<file path="src/common/roverPkg.sv">
package roverPkg;

    // Drive opcodes, codes 11 to 15 fall back to STOP
    typedef enum logic [3:0] {
        STOP       = 4'd0,
        LEFT       = 4'd1,
        RIGHT      = 4'd2,
        FWD_SLOW   = 4'd3,
        FWD_MED    = 4'd4,
        FWD_FAST   = 4'd5,
        REVERSE    = 4'd6,
        LREVERSE   = 4'd7,
        RREVERSE   = 4'd8,
        HARD_LEFT  = 4'd9,
        HARD_RIGHT = 4'd10
    } driveOpT;

    // Wheel speed codes, each maps to a fixed decimal text
    typedef enum logic [3:0] {
        ZERO = 4'd0,    // "0"
        P005 = 4'd1,    // "0.05"
        P012 = 4'd2,    // "0.12"
        P025 = 4'd3,    // "0.25"
        P05  = 4'd4,    // "0.5"
        N000 = 4'd5,    // "-0.00"
        N010 = 4'd6,    // "-0.10"
        N012 = 4'd7     // "-0.12"
    } speedT;

    // Byte lane towards the UART
    typedef struct packed {
        logic [7:0] data;   // ASCII character
        logic       last;   // Final newline of the frame
        logic       valid;  // Byte offered
    } byteStreamT;

    // Bit timing, small for fast simulation
    localparam int CLKS_PER_BIT     = 8;
    localparam int BIT_CNT_W        = 16;   // Bit-period counter width
    localparam int FRAME_GAP_CYCLES = 32;
    localparam int GAP_CNT_W        = 16;   // Gap counter width
    localparam int MAX_FRAME_LEN    = 28;

    // Fixed frame text around the two speeds
    localparam int PREFIX_LEN = 11;
    localparam int MID_LEN    = 5;
    localparam int TAIL_LEN   = 2;
    localparam int FIXED_LEN  = PREFIX_LEN + MID_LEN + TAIL_LEN;   // 18 bytes
    localparam logic [8*PREFIX_LEN-1:0] PREFIX_TXT = "{\"T\":1,\"L\":";
    localparam logic [8*MID_LEN-1:0]    MID_TXT    = ",\"R\":";
    localparam logic [8*TAIL_LEN-1:0]   TAIL_TXT   = {8'h7D, 8'h0A};   // Brace, newline

    // Speed text, first character in the top byte
    function automatic logic [39:0] speedText(speedT s);
        case (s)
            P005:    return {"0.05", 8'h00};
            P012:    return {"0.12", 8'h00};
            P025:    return {"0.25", 8'h00};
            P05:     return {"0.5", 16'h0000};
            N000:    return "-0.00";
            N010:    return "-0.10";
            N012:    return "-0.12";
            default: return {"0", 32'h0};     // ZERO
        endcase
    endfunction

    // Number of characters in the speed text
    function automatic logic [2:0] speedLen(speedT s);
        case (s)
            ZERO:             return 3'd1;
            P05:              return 3'd3;
            P005, P012, P025: return 3'd4;
            default:          return 3'd5;    // Negative speeds
        endcase
    endfunction

    // One character of the speed text
    function automatic logic [7:0] speedChar(speedT s, logic [2:0] idx);
        logic [39:0] txt;
        txt = speedText(s);
        return txt[39 - 8*idx -: 8];
    endfunction

endpackage

</file>
<file path="src/uart/uartTx.sv">
`timescale 1ns/1ps

module uartTx
    import roverPkg::*;
(
    input  logic       clk,
    input  logic       rst,
    input  byteStreamT inByte,    // Byte offered by generator
    output logic       txReady,   // Idle, can accept
    output logic       txd        // Serial line, idles high
);

    typedef enum logic {
        TX_IDLE,
        TX_SEND
    } txStateT;

    txStateT              state;
    logic [BIT_CNT_W-1:0] clkCnt;     // Cycles within current bit
    logic [3:0]           bitCnt;     // 0 start, 1..8 data, 9 stop
    logic [8:0]           shiftReg;   // Data bits then stop bit
    logic                 accept;
    logic                 bitEnd;     // Last cycle of a bit

    assign txReady = (state == TX_IDLE);
    assign accept  = inByte.valid && txReady;
    assign bitEnd  = (clkCnt == BIT_CNT_W'(CLKS_PER_BIT - 1));

    always_ff @(posedge clk or posedge rst) begin
        if (rst) begin
            state  <= TX_IDLE;
            clkCnt <= '0;
            bitCnt <= 4'd0;
            txd    <= 1'b1;
        end else begin
            case (state)
                TX_IDLE: begin
                    if (accept) begin
                        txd    <= 1'b0;            // Start bit
                        clkCnt <= '0;
                        bitCnt <= 4'd0;
                        state  <= TX_SEND;
                    end
                end
                default: begin
                    if (bitEnd) begin
                        clkCnt <= '0;
                        if (bitCnt == 4'd9) begin
                            state <= TX_IDLE;      // Stop bit done, line stays high
                        end else begin
                            txd    <= shiftReg[0]; // LSB first, then stop
                            bitCnt <= bitCnt + 4'd1;
                        end
                    end else begin
                        clkCnt <= clkCnt + 1'b1;
                    end
                end
            endcase
        end
    end

    // Payload shifter
    always_ff @(posedge clk) begin
        if (accept) begin
            shiftReg <= {1'b1, inByte.data};       // Stop bit behind data
        end else if (state == TX_SEND && bitEnd) begin
            shiftReg <= {1'b1, shiftReg[8:1]};
        end
    end

    // Line must rest high between bytes
    assert property (@(posedge clk) disable iff (rst)
        state == TX_IDLE |-> txd);

endmodule

</file>
<file path="src/rtl/frameScheduler.sv">
`timescale 1ns/1ps

module frameScheduler
    import roverPkg::*;
(
    input  logic    clk,
    input  logic    rst,
    input  logic    enable,     // Keep sending frames
    input  driveOpT driveOp,    // Live opcode
    input  logic    frameEnd,   // From generator
    output logic    start,      // One-cycle frame request
    output driveOpT curOp,      // Opcode for current frame
    output logic    busy,
    output logic    frameDone
);

    typedef enum logic [1:0] {
        IDLE,
        SEND,
        GAP
    } schedStateT;

    schedStateT           state;
    logic [GAP_CNT_W-1:0] gapCnt;     // Cycles since frameDone
    logic                 gapOver;    // Last gap cycle

    assign gapOver = (gapCnt == GAP_CNT_W'(FRAME_GAP_CYCLES - 1));
    assign busy    = (state == SEND);

    always_ff @(posedge clk or posedge rst) begin
        if (rst) begin
            state     <= IDLE;
            gapCnt    <= '0;
            start     <= 1'b0;
            frameDone <= 1'b0;
            curOp     <= STOP;
        end else begin
            start     <= 1'b0;                     // Pulses by default
            frameDone <= 1'b0;
            case (state)
                IDLE: begin
                    if (enable) begin
                        start <= 1'b1;
                        curOp <= driveOp;          // Opcode frozen for frame
                        state <= SEND;
                    end
                end
                SEND: begin
                    if (frameEnd) begin
                        frameDone <= 1'b1;
                        gapCnt    <= '0;
                        state     <= GAP;
                    end
                end
                default: begin                     // GAP
                    gapCnt <= gapCnt + 1'b1;
                    if (gapOver) begin
                        if (enable) begin
                            start <= 1'b1;
                            curOp <= driveOp;
                            state <= SEND;
                        end else begin
                            state <= IDLE;         // Enable dropped, stop here
                        end
                    end
                end
            endcase
        end
    end

    // No second start once a frame is running
    assert property (@(posedge clk) disable iff (rst)
        start |-> $past(state) != SEND);

    assert property (@(posedge clk) disable iff (rst)
        frameDone |=> !frameDone);

endmodule

</file>
<file path="src/rtl/jsonFrameGen.sv">
`timescale 1ns/1ps

module jsonFrameGen
    import roverPkg::*;
(
    input  logic       clk,
    input  logic       rst,
    input  logic       start,      // Frame request from scheduler
    input  driveOpT    curOp,      // Latched opcode
    input  logic       txReady,    // UART can take a byte
    output byteStreamT outByte,
    output logic       frameEnd,   // Last byte accepted
    output logic [7:0] frameLen
);

    typedef enum logic [2:0] {
        SEG_PREFIX,
        SEG_LEFT,
        SEG_MID,
        SEG_RIGHT,
        SEG_TAIL
    } segT;

    segT        seg;          // Current text segment
    logic [3:0] idx;          // Character within segment
    logic       validQ;       // Frame running
    speedT      opLeft;       // Decoded from curOp
    speedT      opRight;
    speedT      leftSpd;      // Held for the frame
    speedT      rightSpd;
    logic [3:0] lastIdx;      // Final index of current segment
    logic       isLast;       // Newline byte on the lane
    logic       accept;       // Byte handed over
    logic [7:0] charSel;

    // Opcode to wheel speeds
    always_comb begin
        case (curOp)
            LEFT:       begin opLeft = N000; opRight = P012; end
            RIGHT:      begin opLeft = P012; opRight = N000; end
            FWD_SLOW:   begin opLeft = P005; opRight = P005; end
            FWD_MED:    begin opLeft = P025; opRight = P025; end
            FWD_FAST:   begin opLeft = P05;  opRight = P05;  end
            REVERSE:    begin opLeft = N010; opRight = N010; end
            LREVERSE:   begin opLeft = N000; opRight = N010; end
            RREVERSE:   begin opLeft = N010; opRight = N000; end
            HARD_LEFT:  begin opLeft = N012; opRight = P012; end
            HARD_RIGHT: begin opLeft = P012; opRight = N012; end
            default:    begin opLeft = ZERO; opRight = ZERO; end   // STOP and undefined
        endcase
    end

    // Segment length and character pick
    always_comb begin
        case (seg)
            SEG_PREFIX: begin
                lastIdx = 4'(PREFIX_LEN - 1);
                charSel = PREFIX_TXT[8*PREFIX_LEN - 1 - 8*idx -: 8];
            end
            SEG_LEFT: begin
                lastIdx = {1'b0, speedLen(leftSpd)} - 4'd1;
                charSel = speedChar(leftSpd, idx[2:0]);
            end
            SEG_MID: begin
                lastIdx = 4'(MID_LEN - 1);
                charSel = MID_TXT[8*MID_LEN - 1 - 8*idx -: 8];
            end
            SEG_RIGHT: begin
                lastIdx = {1'b0, speedLen(rightSpd)} - 4'd1;
                charSel = speedChar(rightSpd, idx[2:0]);
            end
            default: begin
                lastIdx = 4'(TAIL_LEN - 1);
                charSel = TAIL_TXT[8*TAIL_LEN - 1 - 8*idx[0] -: 8];
            end
        endcase
    end

    assign isLast   = (seg == SEG_TAIL) && (idx == lastIdx);
    assign accept   = validQ && txReady;
    assign frameEnd = accept && isLast;
    assign outByte  = '{data: charSel, last: isLast, valid: validQ};

    // Walk segments, advance only on acceptance
    always_ff @(posedge clk or posedge rst) begin
        if (rst) begin
            validQ   <= 1'b0;
            seg      <= SEG_PREFIX;
            idx      <= 4'd0;
            frameLen <= 8'd0;
        end else if (!validQ) begin
            if (start) begin                       // Start ignored mid-frame
                validQ   <= 1'b1;
                seg      <= SEG_PREFIX;
                idx      <= 4'd0;
                frameLen <= 8'(FIXED_LEN) + {5'd0, speedLen(opLeft)}
                            + {5'd0, speedLen(opRight)};
            end
        end else if (accept) begin
            if (isLast) begin
                validQ <= 1'b0;                    // Frame complete
            end else if (idx == lastIdx) begin
                idx <= 4'd0;
                case (seg)
                    SEG_PREFIX: seg <= SEG_LEFT;
                    SEG_LEFT:   seg <= SEG_MID;
                    SEG_MID:    seg <= SEG_RIGHT;
                    default:    seg <= SEG_TAIL;
                endcase
            end else begin
                idx <= idx + 4'd1;
            end
        end
    end

    // Speeds captured with the frame
    always_ff @(posedge clk) begin
        if (!validQ && start) begin
            leftSpd  <= opLeft;
            rightSpd <= opRight;
        end
    end

    // Stalled byte must not change under back-pressure
    assert property (@(posedge clk) disable iff (rst)
        outByte.valid && !txReady |=> outByte.valid && $stable(outByte.data)
            && $stable(outByte.last));

endmodule

</file>
<file path="src/rtl/roverLinkTop.sv">
`timescale 1ns/1ps

module roverLinkTop
    import roverPkg::*;
(
    input  logic       clk,
    input  logic       rst,
    input  logic       enable,      // Repeat frames while high
    input  driveOpT    driveOp,     // Requested motion
    output logic       txd,         // UART line to rover
    output logic       busy,        // Frame in progress
    output logic       frameDone,   // One pulse per frame
    output logic [7:0] frameLen     // Bytes in current frame
);

    logic       start;      // Scheduler kicks generator
    driveOpT    curOp;      // Opcode latched for frame
    byteStreamT txByte;     // Generator to UART
    logic       txReady;
    logic       frameEnd;   // Last byte taken

    frameScheduler u_frameScheduler (
        .clk       (clk),
        .rst       (rst),
        .enable    (enable),
        .driveOp   (driveOp),
        .frameEnd  (frameEnd),
        .start     (start),
        .curOp     (curOp),
        .busy      (busy),
        .frameDone (frameDone)
    );

    jsonFrameGen u_jsonFrameGen (
        .clk      (clk),
        .rst      (rst),
        .start    (start),
        .curOp    (curOp),
        .txReady  (txReady),
        .outByte  (txByte),
        .frameEnd (frameEnd),
        .frameLen (frameLen)
    );

    uartTx u_uartTx (
        .clk     (clk),
        .rst     (rst),
        .inByte  (txByte),
        .txReady (txReady),
        .txd     (txd)
    );

endmodule

</file>
<file path="config.mk">
export PLATFORM = sky130hd
export DESIGN_NAME = roverLinkTop
export DESIGN_NICKNAME = d
export VERILOG_FILES = /design/src/common/roverPkg.sv /design/src/uart/uartTx.sv /design/src/rtl/frameScheduler.sv /design/src/rtl/jsonFrameGen.sv /design/src/rtl/roverLinkTop.sv
export SDC_FILE = /design/constraint.sdc
export NUM_CORES = 1
export LEC_CHECK = 0
export BUFFER_PORTS_ARGS = -buffer_cell sky130_fd_sc_hd__buf_4
export CAP_MARGIN = 20
export CORE_ASPECT_RATIO = 1.4
export CORE_MARGIN = 1
export CORE_UTILIZATION = 55
export CTS_CLUSTER_SIZE = 8
export DETAILED_ROUTE_END_ITERATION = 7
export GPL_ROUTABILITY_DRIVEN = 0
export GPL_TIMING_DRIVEN = 0
export PLACE_DENSITY = 0.72
export SLEW_MARGIN = 5
export SYNTH_ARGS = -nofsm -noshare
export SYNTH_HDL_FRONTEND = slang
export SYNTH_SLANG_ARGS = --single-unit
</file>
<file path="constraint.sdc">
create_clock -name clk -period 6.2 [get_ports clk]
set_input_delay 0.62 -clock clk [delete_from_list [all_inputs] [get_ports clk]]
set_output_delay 0.62 -clock clk [all_outputs]
set_load 0.01 [all_outputs]
</file>
Word-level counts from Yosys, hierarchy flattened

Memories as Yosys holds them, arrays and structs flattened.
Index checks and enable logic that the tools add are counted.

Bits in registers: 78
Bits in read-only memories: 96
Input port bits: 7
Output and inout port bits: 11
Logic and storage cells: 167
Memories kept: 1

Memories:

| name             | words | width | rd ports | clocked after Yosys merged registers in | wr ports | line               | source |
|---|---|---|---|---|---|---|---|
| (name not given) | 16    | 6     | 1        | 0                                       | 0        | jsonFrameGen.sv:38 | `case (curOp)` |

Add/sub/neg operators: 12
Eq/ne operators: 38
Shifts and indexed selects: 5
Multiplexer cells: 63
Bitwise gates (word level): 4
Reductions and logical operators: 28

Operators with widths:

| cell                                                                           | count |
|---|---|
| 37-bit case mux with 7 select lines                                            | 2 |
| 95-bit by 33-bit variable part select with 8-bit output (first input constant) | 1 |
| 47-bit by 33-bit variable part select with 8-bit output                        | 2 |
| 40-bit 2-to-1 mux                                                              | 2 |
| 16-bit 2-to-1 mux                                                              | 4 |
| 47-bit by 33-bit variable part select with 8-bit output (first input constant) | 1 |
| 3-bit case mux with 3 select lines                                             | 5 |
| 4-bit 2-to-1 mux                                                               | 11 |
| 4-bit by 3-bit == test with 1-bit output (second input constant)               | 10 |
| 3-bit 2-to-1 mux                                                               | 11 |
| 23-bit by 33-bit variable part select with 8-bit output (first input constant) | 1 |
| 16-bit by 1-bit adder with 16-bit output (second input constant)               | 2 |
| 4-bit by 2-bit == test with 1-bit output (second input constant)               | 8 |
| 16-bit case mux with 2 select lines                                            | 1 |
| 8-bit case mux with 4 select lines                                             | 1 |
| 1-bit 2-to-1 mux                                                               | 17 |
| 16-bit by 3-bit == test with 1-bit output (second input constant)              | 1 |
| 16-bit by 5-bit == test with 1-bit output (second input constant)              | 1 |
| 4-bit by 1-bit == test with 1-bit output (second input constant)               | 4 |
| 4-bit logical NOT                                                              | 4 |
| 8-bit 2-to-1 mux                                                               | 2 |
| 4-bit case mux with 4 select lines                                             | 1 |
| 2-bit != test (second input constant)                                          | 6 |
| 3-bit OR reduction                                                             | 4 |
| 29 further kinds                                                               | 48 |

Logic depth before layout (Yosys ltp)

Gate-level depths: netlist of run 1.

Word-level depth: 11
Mapped depth: 13
Depth with buffers taken out: 13

Modules after synthesis

From an unflattened synthesis of run 1, not the netlist that was laid out.

Cells, all modules: 594
Area total of the unflattened synthesis: 5,330.1 um^2

Modules (own cells, without submodules):

| module         | instances | cells each | area an instance (um^2) | seq. area each (um^2) |
|---|---|---|---|---|
| jsonFrameGen   | 1         | 317        | 2,443.6                 | 530.5 |
| uartTx         | 1         | 161        | 1,666.6                 | 792.0 |
| frameScheduler | 1         | 116        | 1,219.9                 | 600.6 |

Least setup slack after synthesis of run 1

OpenSTA, ideal clock, no wires.

Path kind: flip-flop to flip-flop
From: reg u_jsonFrameGen.seg[2]
To: reg u_frameScheduler.gapCnt[0]
Library setup time: 119 ps
Data arrival time: 2,615 ps
Data required time: 6,081 ps
Path slack: 3,466 ps
Cell stages (with the launch flop): 14
Path buffers: 3
Period minus slack after synthesis: 2,734 ps
Cell sequence: dfrtp_1 buf_6 nand3b_4 clkbuf_1 nand2_1 o31ai_1 ha_1 xor2_1 mux2i_1 mux2i_1 nand3_2 nor4_4 buf_6 nor2_1

Longest elaborated chain between the ends: 7
Elaborated cells on any way between the ends: 11
Classes of those cells: eq/ne: 6; mux: 1; reduce/logical: 4

RTL lines:

| what                                                             | line                 | source |
|---|---|---|
| start: declaration                                               | jsonFrameGen.sv:24   | `segT seg;` |
| start signal: assignment                                         | jsonFrameGen.sv:88   | `seg <= SEG_PREFIX;` |
| start signal: assignment                                         | jsonFrameGen.sv:94   | `seg <= SEG_PREFIX;` |
| start signal: assignment                                         | jsonFrameGen.sv:105  | `SEG_PREFIX: seg <= SEG_LEFT;` |
| 3-bit by 2-bit == test with 1-bit output (tied with other cells) | --                   |  |
| 4-bit case mux with 4 select lines                               | jsonFrameGen.sv:55   | `case (seg)` |
| 4-bit == test                                                    | jsonFrameGen.sv:79   | `assign isLast = (seg == SEG_TAIL) && (idx == lastIdx);` |
| 1-bit logical AND *                                              | jsonFrameGen.sv:79   |  |
| 1-bit logical AND *                                              | jsonFrameGen.sv:81   | `assign frameEnd = accept && isLast;` |
| 2-bit by 1-bit != test with 1-bit output (no source line) *      | --                   |  |
| 2-bit AND reduction (no source line) *                           | --                   |  |
| end signal: assignment                                           | frameScheduler.sv:56 | `gapCnt <= gapCnt + 1'b1;` |
| end: declaration                                                 | frameScheduler.sv:24 | `logic [GAP_CNT_W-1:0] gapCnt;` |

Mark *: on every way between the ends. The rest lies on a longest branch, timed or not.
A chain may end at the register's enable or synchronous reset.

Worst setup path in the final report of run 1

From: reg u_jsonFrameGen.idx[0]
To: reg u_uartTx.shiftReg[3] (data pin)

Longest elaborated chain between the ends: 4
Elaborated cells on any way between the ends: 11
Classes of those cells: add/sub: 4; shift: 5; mux: 2

RTL lines:

| what                                                                            | line                | source |
|---|---|---|
| start: declaration                                                              | jsonFrameGen.sv:25  | `logic [3:0] idx;` |
| start signal: assignment                                                        | jsonFrameGen.sv:111 | `idx <= idx + 4'd1;` |
| 7-bit by 7-bit subtractor with 8-bit output (tied with other cells)             | jsonFrameGen.sv:58  | `charSel = PREFIX_TXT[8*PREFIX_LEN - 1 - 8*idx -: 8];` |
| 95-bit by 33-bit variable part select with 8-bit output (tied with other cells) | jsonFrameGen.sv:58  |  |
| 8-bit case mux with 4 select lines *                                            | jsonFrameGen.sv:55  |  |
| 8-bit 2-to-1 mux *                                                              | uartTx.sv:64        | `if (accept) begin` |
| end signal: assignment                                                          | uartTx.sv:65        | `shiftReg <= {1'b1, inByte.data};` |
| end signal: assignment                                                          | uartTx.sv:67        | `shiftReg <= {1'b1, shiftReg[8:1]};` |
| end: declaration                                                                | uartTx.sv:21        | `logic [8:0] shiftReg;` |

Marks and branches as above.

==> flow_summary.yaml, run 1 <==
global_routing:
  gr-usage-all-layers_pct: 28.2
  grt_pass1_vias: 4264
  grt_max_degree: 42
  grt_pass1_wl_um: 20000
  antenna_found_initial: 0
  overflow: 0
critical_path:
  crit_type: "reg2reg"
  startpoint_type: "flop"
  required_ns: 6.26
  end_kind: "flop"
  rr_worst_depth: 8
  crit_arrival_ns: 3.34
  crit_fanout: 10
  ff2ff_setup_slack_ns: 2.93
  r2r-start: "u_jsonFrameGen.idx[0]"
  r2r_end: "u_uartTx.shiftReg[3]"
run:
  cap_violations: 0
power_and_ir_drop:
  clkPwrFrac_pct: 52.2
  p_int_mw: 0.852
  power_density_nw_per_um2: 193
  finalPower_mw: 1.06
  p_sw_mw: 0.209
  leakage_nw: 2.40
  combPwrFrac_pct: 1.3
  vdd_drop_max_mv: 0.241
  swShare_pct: 19.7
  seq_power_share_pct: 46.6
clock_network:
  cts.sinks: 74
  insertion_delay_ns: 0.34
  h-tree-depth: 3
  cts_setup_buffers: 0
  cts_tree: "built"
  cts-root-buf: "clkbuf_16"
  cts_buffer_depth: 2
  hold_buffers: 0
  cts_resized: 0
  cts_buffers: 9
  path_clk_slew_ns: 0.06
sta:
  hold_viol: 0
  max_freq_mhz: 306
  fin_skew_ns: 0.00600
  setup_viol_count_final: 0
  tightest_slew_ns: 0.667
  hold_ws_ns: 0.288
  maxSlewHeadroom_pct: 55.4
  fin_crit_ns: 3.27
  timing.final.ws_setup_ns: 2.93
  fin_crit_sh_pct: 52.8
  maxSlewViolCount: 0
  rsz0062_at_grt: "no"
  setup_tns_ns: 0
synthesis:
  synth-seq-cells: 74
  synth_flop_cell: "dfrtp_1"
  yosysWarnings: 0
  yosysUniqueCellTypes: 69
  ys_async_sr_fraction_pct: 81.1
  synth_area_um2: 4910
  synth_cells: 576
  seq_area_frac_synth_pct: 39.2
  synth_edf_count: 14
  avgSynthCellArea_um2: 8.53
final_layout:
  area_delta_synth_final_pct: 11.9
  fin_util_pct: 63.9
  nFillCells: 744
  layout-drive-gt1-share_pct: 10.7
  nNetsFinal: 627
  diodes: 0
routing:
  routedWlPerCell_um: 16.6
  wirelength_um: 11900
  drtIter0Drc: 290
  vias: 4409
  via_per_inst: 6.18
  drc: 0
  firstDrtPassIters: 6
  drt.antenna.violating_nets: 0
die:
  start_util_pct: 57.0
  dieWidth_um: 81.9
  core-area_um2: 8610
  die_y_um: 114
  ios: 18
  rows: 40
  dieArea_um2: 9320
placed_design:
  port_buffers: 15
  dpl.hpwl_um: 8380
  pre_cts_ws_ns: 2.99
run_status:
  outcome: "complete, no violations"
min_path:
  hold_path.class: "in2async"
-- cell families after synthesis --
kind of cell,synth area share [%]
flip-flops,39.2
adder cells (fa/ha/maj),4.64
AND/OR/NAND/NOR,24.5
AO/OA/AOI/OAI,17.9
multiplexers,2.75
XOR/XNOR,5.50
other,0.0764
buffers and inverters,5.50
-- worst max-delay path, stage by stage (launching register included) --
cell and delay (ns):
dfrtp_1 0.42, inv_1 0.24, clkbuf_1 0.45, ha_1 0.23
clkbuf_1 0.37, buf_1 0.45, a21oi_1 0.10, a2111oi_0 0.60
a21oi_1 0.12
-- per-layer routing --
layer,wire length (µm),GRT usage [%],part of all wire (%)
met5,0,0,0
met4,475,13.5,4.0
met3,572,5.76,4.8
met2,6040,48.1,51
met1,4760,33.2,40
-- worst max-delay path by stage --
stage / endpoint / depth (start not counted) / from
2_1_floorplan: u_frameScheduler.gapCnt[0] / 13 / u_jsonFrameGen.seg[2]
3_3_place_gp: u_uartTx.shiftReg[3] / 8 / u_jsonFrameGen.idx[0]
3_5_place_dp: u_frameScheduler.gapCnt[4] / 13 / u_jsonFrameGen.seg[2]
4_1_cts: u_frameScheduler.gapCnt[4] / 13 / u_jsonFrameGen.seg[2]
5_1_grt: u_frameScheduler.gapCnt[4] / 13 / u_jsonFrameGen.seg[2]
6_report: u_uartTx.shiftReg[3] / 8 / u_jsonFrameGen.idx[0]
-- synthesized netlist by cell type, types with 3 or more instances --
cell type,count,area [µm²]
a2111oi_0,4,35.0
a21o_1,3,22.5
a21oi_1,36,180
a31oi_1,8,50.1
and2_1,6,37.5
and3_1,15,93.8
buf_1,3,11.3
buf_2,6,30.0
buf_6,4,45.0
clkbuf_1,25,93.8
dfrtp_1,59,1480
edfxtp_1,14,420
ha_1,15,188
inv_1,20,75.1
mux2_2,4,45.0
mux2i_1,9,90.1
nand2_1,66,248
nand2b_1,10,62.6
nand3_1,27,135
nand4_1,12,75.1
nor2_1,56,210
nor2b_1,5,31.3
nor3_1,10,50.1
nor4_1,3,18.8
nor4b_1,4,35.0
o21ai_0,55,275
o22ai_1,6,37.5
o311ai_0,3,26.3
o31ai_1,6,45.0
or2_2,5,31.3
xnor2_1,9,78.8
xor2_1,20,175
-- power groups by stage --
stage               Clock (mW)  Sequential (mW)  Combinational (mW)
floorplan                    0            0.503             0.00720
global placement             0            0.503              0.0121
detailed placement           0            0.503              0.0141
CTS                      0.563            0.494              0.0140
global route             0.582            0.494              0.0154
finish                   0.553            0.494              0.0134
-- flip-flops by register name (all words and copies together) (netlist names) --
| register | count |
|---|---|
| u_uartTx.txd | 1 |
| u_frameScheduler.frameDone | 1 |
| u_frameScheduler.start | 1 |
| u_frameScheduler.gapCnt | 16 |
| u_frameScheduler.state | 2 |
| u_jsonFrameGen.leftSpd | 3 |
| u_uartTx.bitCnt | 4 |
| u_jsonFrameGen.idx | 4 |
| u_frameScheduler.curOp | 4 |
| u_uartTx.clkCnt | 16 |
| u_jsonFrameGen.validQ | 1 |
| u_jsonFrameGen.frameLen | 6 |
| u_jsonFrameGen.rightSpd | 3 |
| u_uartTx.state | 1 |
| u_jsonFrameGen.seg | 3 |
| u_uartTx.shiftReg | 8 |
-- metrics by stage --
step | area [µm²] | instances
floorplan | 4910 | 577
global placement | 5160 | 697
detailed placement | 5180 | 698
CTS | 5500 | 714
global route | 5500 | 714
finish | 5500 | 714
-- layout make-up --
type / count / area [µm²] / share of cell area (%)
Timing Repair Buffer: 16 / 133 / 2.41
Buffer: 40 / 195 / 3.55
Inverter: 20 / 75.1 / 1.37
Sequential cell: 74 / 1920 / 35.0
Multi-Input combinational cell: 443 / 2720 / 49.5
Clock buffer: 10 / 229 / 4.16
Clock inverter: 6 / 90.1 / 1.64
Tap cell: 105 / 131 / 2.39
-- placed cells by master (no fill, tap or decap), types with 3 or more instances in the layout --
cell type,count
edfxtp_1,14
xor2_1,20
ha_1,15
a21oi_1,36
nor3_1,10
nand2_1,66
a21o_1,3
buf_2,6
nor2b_1,5
nand3_1,27
and3_1,15
and2_1,6
nor4b_1,4
buf_4,17
a31oi_1,8
clkbuf_16,9
inv_1,19
buf_1,3
mux2i_1,9
dfrtp_1,59
o22ai_1,6
mux2_2,4
o311ai_0,3
or2_2,5
clkbuf_1,26
nand2b_1,10
nor2_1,56
o31ai_1,6
o21ai_0,55
nor4_1,3
a2111oi_0,4
xnor2_1,9
buf_6,4
nand4_1,12
No activity file was read; power rests on OpenSTA's default activity.
==> run 2, diff against run 1 <==
ABC_AREA = 1   (was unset)
PLACE_DENSITY = 0.75   (was 0.72)
clock period = 2.9 ns   (was 6.2 ns; I/O delays follow)
==> run 2 against run 1 <==
Compared with the run above:
- non-clock buffer count fell by 30
- hold slack got worse by 0.16 ns
- sequential share of layout area rose by 1.1 points
- utilization rose by 0.33 points
- via count fell by 3.3%
- sequential power rose by 110%
- first-iteration DRC count fell by 16%
- wire length fell by 11%
- flip-flop and latch count did not move
- highest routed layer unchanged
==> flow_summary.yaml, run 2 <==
routing:
  via_per_inst: 5.49
  drt.antenna.violating_nets: 0
  firstDrtPassIters: 5
  drc: 0
  vias: 4263
  routedWlPerCell_um: 13.6
  drtIter0Drc: 245
  wirelength_um: 10600
synthesis:
  yosysUniqueCellTypes: 50
  synth_flop_cell: "dfrtp_1"
  synth_top_cell_by_area: "dfrtp_1"
  synth_area_um2: 4790
  seq_area_frac_synth_pct: 40.1
  ys_async_sr_fraction_pct: 81.1
  yosysWarnings: 0
  yosysMostFrequentCell: "nand2_1"
  synthTopCellsByCount: "nand2_1, inv_1, dfrtp_1"
  synth_edf_count: 14
  synth-seq-cells: 74
  synth.area.top_cells: "dfrtp_1, nand2_1, edfxtp_1"
  avgSynthCellArea_um2: 7.45
  synth_cells: 643
  netlist.area_leader.share_pct: 30.8
critical_path:
  ff2ff_setup_slack_ns: 0.23
  rr_worst_depth: 16
  r2r_end: "u_frameScheduler.gapCnt[7]"
  crit_start: "u_jsonFrameGen.seg[2]"
  crit_fanout: 10
  required_ns: 3.11
  crit_arrival_ns: 2.89
  startpoint_type: "flop"
  end_kind: "flop"
  r2r-start: "u_jsonFrameGen.seg[2]"
  crit_type: "reg2reg"
placed_design:
  dpl.hpwl_um: 7790
  placed_area_um2: 5060
  port_buffers: 15
die:
  dieWidth_um: 80.9
  die_y_um: 112
  ios: 18
  core-area_um2: 8300
  dieArea_um2: 9100
  start_util_pct: 57.8
  rows: 39
sta:
  max_freq_mhz: 374
  fin_crit_ns: 2.67
  setup_viol_count_final: 0
  maxSlewHeadroom_pct: 46.4
  hold_ws_ns: 0.125
  fin_skew_ns: 0.00586
  maxSlewViolCount: 0
  rsz0062_at_grt: "no"
  tightest_slew_ns: 0.803
  setup_tns_ns: 0
  hold_viol: 0
  fin_crit_sh_pct: 92.2
clock_network:
  h-tree-depth: 3
  cts_buffers: 9
  insertion_delay_ns: 0.33
  cts-root-buf: "clkbuf_16"
  cts_buffer_depth: 2
  cts_setup_buffers: 0
  cts.sinks: 74
  cts_tree: "built"
  path_clk_slew_ns: 0.05
  cts_resized: 0
  hold_buffers: 0
final_layout:
  nNetsFinal: 694
  area_delta_synth_final_pct: 11.1
  layout-drive-gt1-share_pct: 11.7
  final_common_cell: "nand2_1"
  final_cell_mix: "nand2_1, inv_1, dfrtp_1"
  reg.largest.list: "u_frameScheduler.gapCnt (16), u_uartTx.clkCnt (16), u_uartTx.shiftReg (8)"
  fin_util_pct: 64.2
  final_cell_area_um2: 5330
  diodes: 0
  nFillCells: 712
global_routing:
  overflow: 0
  grt_pass1_vias: 4158
  grt_max_degree: 37
  antenna_found_initial: 0
  grt_pass1_wl_um: 18100
  gr-usage-all-layers_pct: 25.5
min_path:
  hold_path.class: "in2async"
run_status:
  outcome: "complete, no violations"
run:
  cap_violations: 0
power_and_ir_drop:
  leakage_nw: 2.57
  power_density_nw_per_um2: 395
  vdd_drop_max_mv: 0.385
## run 2: worst max-delay path by stage
stage | end | slack [ns] | cells after the start
2_1_floorplan | u_frameScheduler.gapCnt[2] | 0.53 | 16
3_3_place_gp | u_frameScheduler.gapCnt[7] | 0.28 | 16
3_5_place_dp | u_frameScheduler.gapCnt[7] | 0.25 | 16
4_1_cts | u_frameScheduler.gapCnt[7] | 0.21 | 16
5_1_grt | u_frameScheduler.gapCnt[7] | 0.03 | 16
6_report | u_frameScheduler.gapCnt[7] | 0.23 | 16
## run 2: cells by family (layout without fill, tap and decap cells)
logic type / Yosys count / in the layout / synth area share (%)
other cells: 1 / 2 / 0.0782
xor+xnor: 9 / 9 / 1.64
buf+inv: 113 / 144 / 9.45
simple gates: 319 / 319 / 31.1
flops: 74 / 74 / 40.1
compound gates: 111 / 111 / 13.3
fa+ha+maj: 16 / 16 / 4.33
## run 2: cell type report
class | instances | area (µm²) | area share (%)
Multi-Input combinational cell | 457 | 2420 | 45.5
Sequential cell | 74 | 1920 | 36.1
Inverter | 103 | 387 | 7.26
Clock buffer | 15 | 268 | 5.03
Timing Repair Buffer | 16 | 133 | 2.49
Tap cell | 102 | 128 | 2.40
Buffer | 10 | 66.3 | 1.25
## run 2: per-stage QoR
step	cells	power (mW)	setup WS (ns)
6_report	777	2.10	0.227
5_1_grt	777	2.15	0.0256
4_1_cts	777	2.12	0.215
3_5_place_dp	762	1.11	0.254
3_3_place_gp	761	1.10	0.282
2_1_floorplan	644	1.09	0.526
## run 2: critical path, cell delays in order (launching register included)
cell and delay (ns):
dfrtp_1 0.37, buf_6 0.15, inv_2 0.10, nand3_2 0.17, nand2_1 0.16, nand4_1 0.13, ha_1 0.30, o21ai_2 0.14
xor2_1 0.19, nand3_2 0.12, nor2_4 0.14, nand4_4 0.13, nand2_2 0.12, nand2_2 0.06, buf_6 0.16, nand2_2 0.06
nand2_2 0.04
## run 2: metal layers
layer / routed length (µm) / GRT usage (%) / up-vias
met1: 4550 / 29.8 / 1985
met4: 277 / 11.5 / 0
met5: 0 / 0 / -
met3: 300 / 4.47 / 30
li1: - / - / 2164
met2: 5450 / 44.5 / 84
## run 2: power breakdown
part | leakage (nW) | switching (mW) | internal [mW]
sequential | 0.902 | 0 | 1.06
clock | 0.130 | 0.392 | 0.622
combinational | 1.54 | 0.0197 | 0.00962
==> run 3, diff against run 2 <==
ABC_AREA = 0   (was 1)
CORE_UTILIZATION = 35   (was 55)
PLACE_DENSITY = unset   (was 0.75)
==> run 3 against run 2 <==
Compared with the run above:
- worst setup slack worse by 0.089 ns
- sequential share of layout area down 3.0 points
- clock power up 8%
- wire length up 11%
- highest routed layer unchanged
==> flow_summary.yaml, run 3 (synthesized netlist as in run 1, its figures left out) <==
die:
  dieWidth_um: 102
  start_util_pct: 36.3
  ios: 18
  die_y_um: 142
  rows: 50
  dieArea_um2: 14500
  core-area_um2: 13500
clock_network:
  cts.sinks: 74
  cts_buffer_depth: 2
  path_clk_slew_ns: 0.06
  cts_tree: "built"
  insertion_delay_ns: 0.33
  cts_buffers: 9
  cts-root-buf: "clkbuf_16"
  h-tree-depth: 3
sta:
  maxSlewHeadroom_pct: 55.6
  hold_ws_ns: 0.0236
  timing.final.ws_setup_ns: 0.138
  fin_skew_ns: 0.00710
  setup_viol_count_final: 0
  maxSlewViolCount: 0
  hold_viol: 0
  rsz0062_at_grt: "yes"
  tightest_slew_ns: 0.664
  max_freq_mhz: 362
  setup_tns_ns: 0
  fin_crit_sh_pct: 95.2
  fin_crit_ns: 2.76
power_and_ir_drop:
  finalPower_mw: 2.17
  leakage_nw: 2.51
  vdd_drop_max_mv: 0.361
  power_density_nw_per_um2: 375
critical_path:
  end_kind: "flop"
  crit_fanout: 7
  endpoint: "u_jsonFrameGen.seg[0]"
  rr_worst_depth: 13
  worst_path_max_delay_cell: "or4_1"
  crit_top_cell: "buf_6"
  crit_type: "reg2reg"
  r2r-start: "u_jsonFrameGen.seg[2]"
  ff2ff_setup_slack_ns: 0.14
  crit_arrival_ns: 3.03
  required_ns: 3.17
  max_stage_delay_ns: 0.46
  crit_start: "u_jsonFrameGen.seg[2]"
  r2r_end: "u_jsonFrameGen.seg[0]"
  worstPathCellList: "buf_6 -> nand3b_4 -> buf_6 -> nand2_4 -> o31ai_4 -> ha_4 -> xor2_1 -> mux2i_1 -> mux2i_1 -> nand3_2 -> buf_6 -> or4_1 -> nand3_1"
  startpoint_type: "flop"
routing:
  vias: 4291
  drtIter0Drc: 246
  drc: 0
  firstDrtPassIters: 5
  via_per_inst: 5.32
  drt.antenna.violating_nets: 0
  routedWlPerCell_um: 14.5
  wirelength_um: 11700
global_routing:
  grt_max_degree: 36
  antenna_found_initial: 0
  grt_pass1_wl_um: 20100
  gr-usage-all-layers_pct: 17.4
  grt_pass1_vias: 4294
  overflow: 0
final_layout:
  reg.largest.list: "u_frameScheduler.gapCnt (16), u_uartTx.clkCnt (16), u_uartTx.shiftReg (8)"
  nFillCells: 1395
  area_delta_synth_final_pct: 18.2
  final_common_cell: "nand2_1"
  layout-drive-gt1-share_pct: 14.9
  nNetsFinal: 642
  diodes: 0
  fin_cells: 806
  final_cell_mix: "nand2_1, dfrtp_1, nor2_1"
min_path:
  hold_path.class: "in2async"
placed_design:
  dpl.hpwl_um: 8380
  placed_cells: 775
  pre_cts_ws_ns: -0.278
  port_buffers: 15
run_status:
  outcome: "complete, no violations"
run:
  cap_violations: 0
-- run 3: cell types whose count changed in the layout (fill, tap and decap cells not counted), moves of 13 or more --
cell | before | now
a21oi_1 | 23 | 36
inv_1 | 97 | 18
nand2_2 | 24 | 0
clkbuf_1 | 7 | 21
nand2_1 | 146 | 64
and3_1 | 0 | 15
nand3_1 | 44 | 27
-- run 3: worst min-delay path by stage --
stage	end	cells past startpoint	slack (ns)	from
5_1_grt	u_uartTx.clkCnt[5]	2	0.07	rst
4_1_cts	u_uartTx.clkCnt[5]	2	0.04	rst
6_report	u_uartTx.clkCnt[14]	2	0.02	rst
3_3_place_gp	u_jsonFrameGen.frameLen[4]	1	0.46	u_jsonFrameGen.frameLen[4]
2_1_floorplan	u_frameScheduler.curOp[0]	2	0.41	driveOp[0]
3_5_place_dp	u_uartTx.clkCnt[14]	2	0.40	rst
-- run 3: report_power, final --
| group | switching [mW] | leakage, nW | total (mW) | internal [mW] |
|---|---|---|---|---|
| registers | 0 | 0.923 | 1.06 | 1.06 |
| clock network | 0.428 | 0.135 | 1.09 | 0.662 |
| logic | 0.0190 | 1.45 | 0.0286 | 0.00965 |
-- run 3: area by class of cell --
class                      count  area (µm²)  share of cell area (%)
clock buffer                   9         225                    3.88
sequential                    74        1920                    33.1
tap                          182         228                    3.92
clock inverter                 7        70.1                    1.21
inverter                      20        75.1                    1.29
timing repair buffer          32         290                    5.00
multi-input combinational    443        2790                    48.0
buffer                        39         209                    3.60
-- run 3: stage by stage --
step / area, µm² / util, %
after floorplan: 4910 / -
after global placement: 5260 / 38.9
after detailed placement: 5280 / 39.0
after CTS: 5610 / 41.5
after global routing: 5810 / 43.0
final: 5810 / 43.0
-- run 3: routing by layer --
layer | share of wire [%] | global-route usage [%] | up-vias
met5 | 0 | 0 | -
met1 | 43 | 20.9 | 2007
li1 | - | - | 2146
met4 | 3.8 | 9.85 | 0
met2 | 50 | 28.8 | 106
met3 | 3.3 | 3.14 | 32
-- run 3: worst max-delay path, delay by kind of cell, from the launching register on --
kind | cells | cell delay, ns
flops | 1 | 0.37
mux | 2 | 0.46
fa+ha+maj | 1 | 0.17
buf+inv | 3 | 0.47
xor+xnor | 1 | 0.15
compound gates | 1 | 0.07
simple gates | 5 | 1.00
-- run 3: timing repair --
action                                  CTS  global route
gates resized for setup                   5            23
pin swaps                                 1             4
endpoints found under the setup margin   27            29
setup buffers                             2            13
hold buffers                              0             0
gates cloned                              0             1
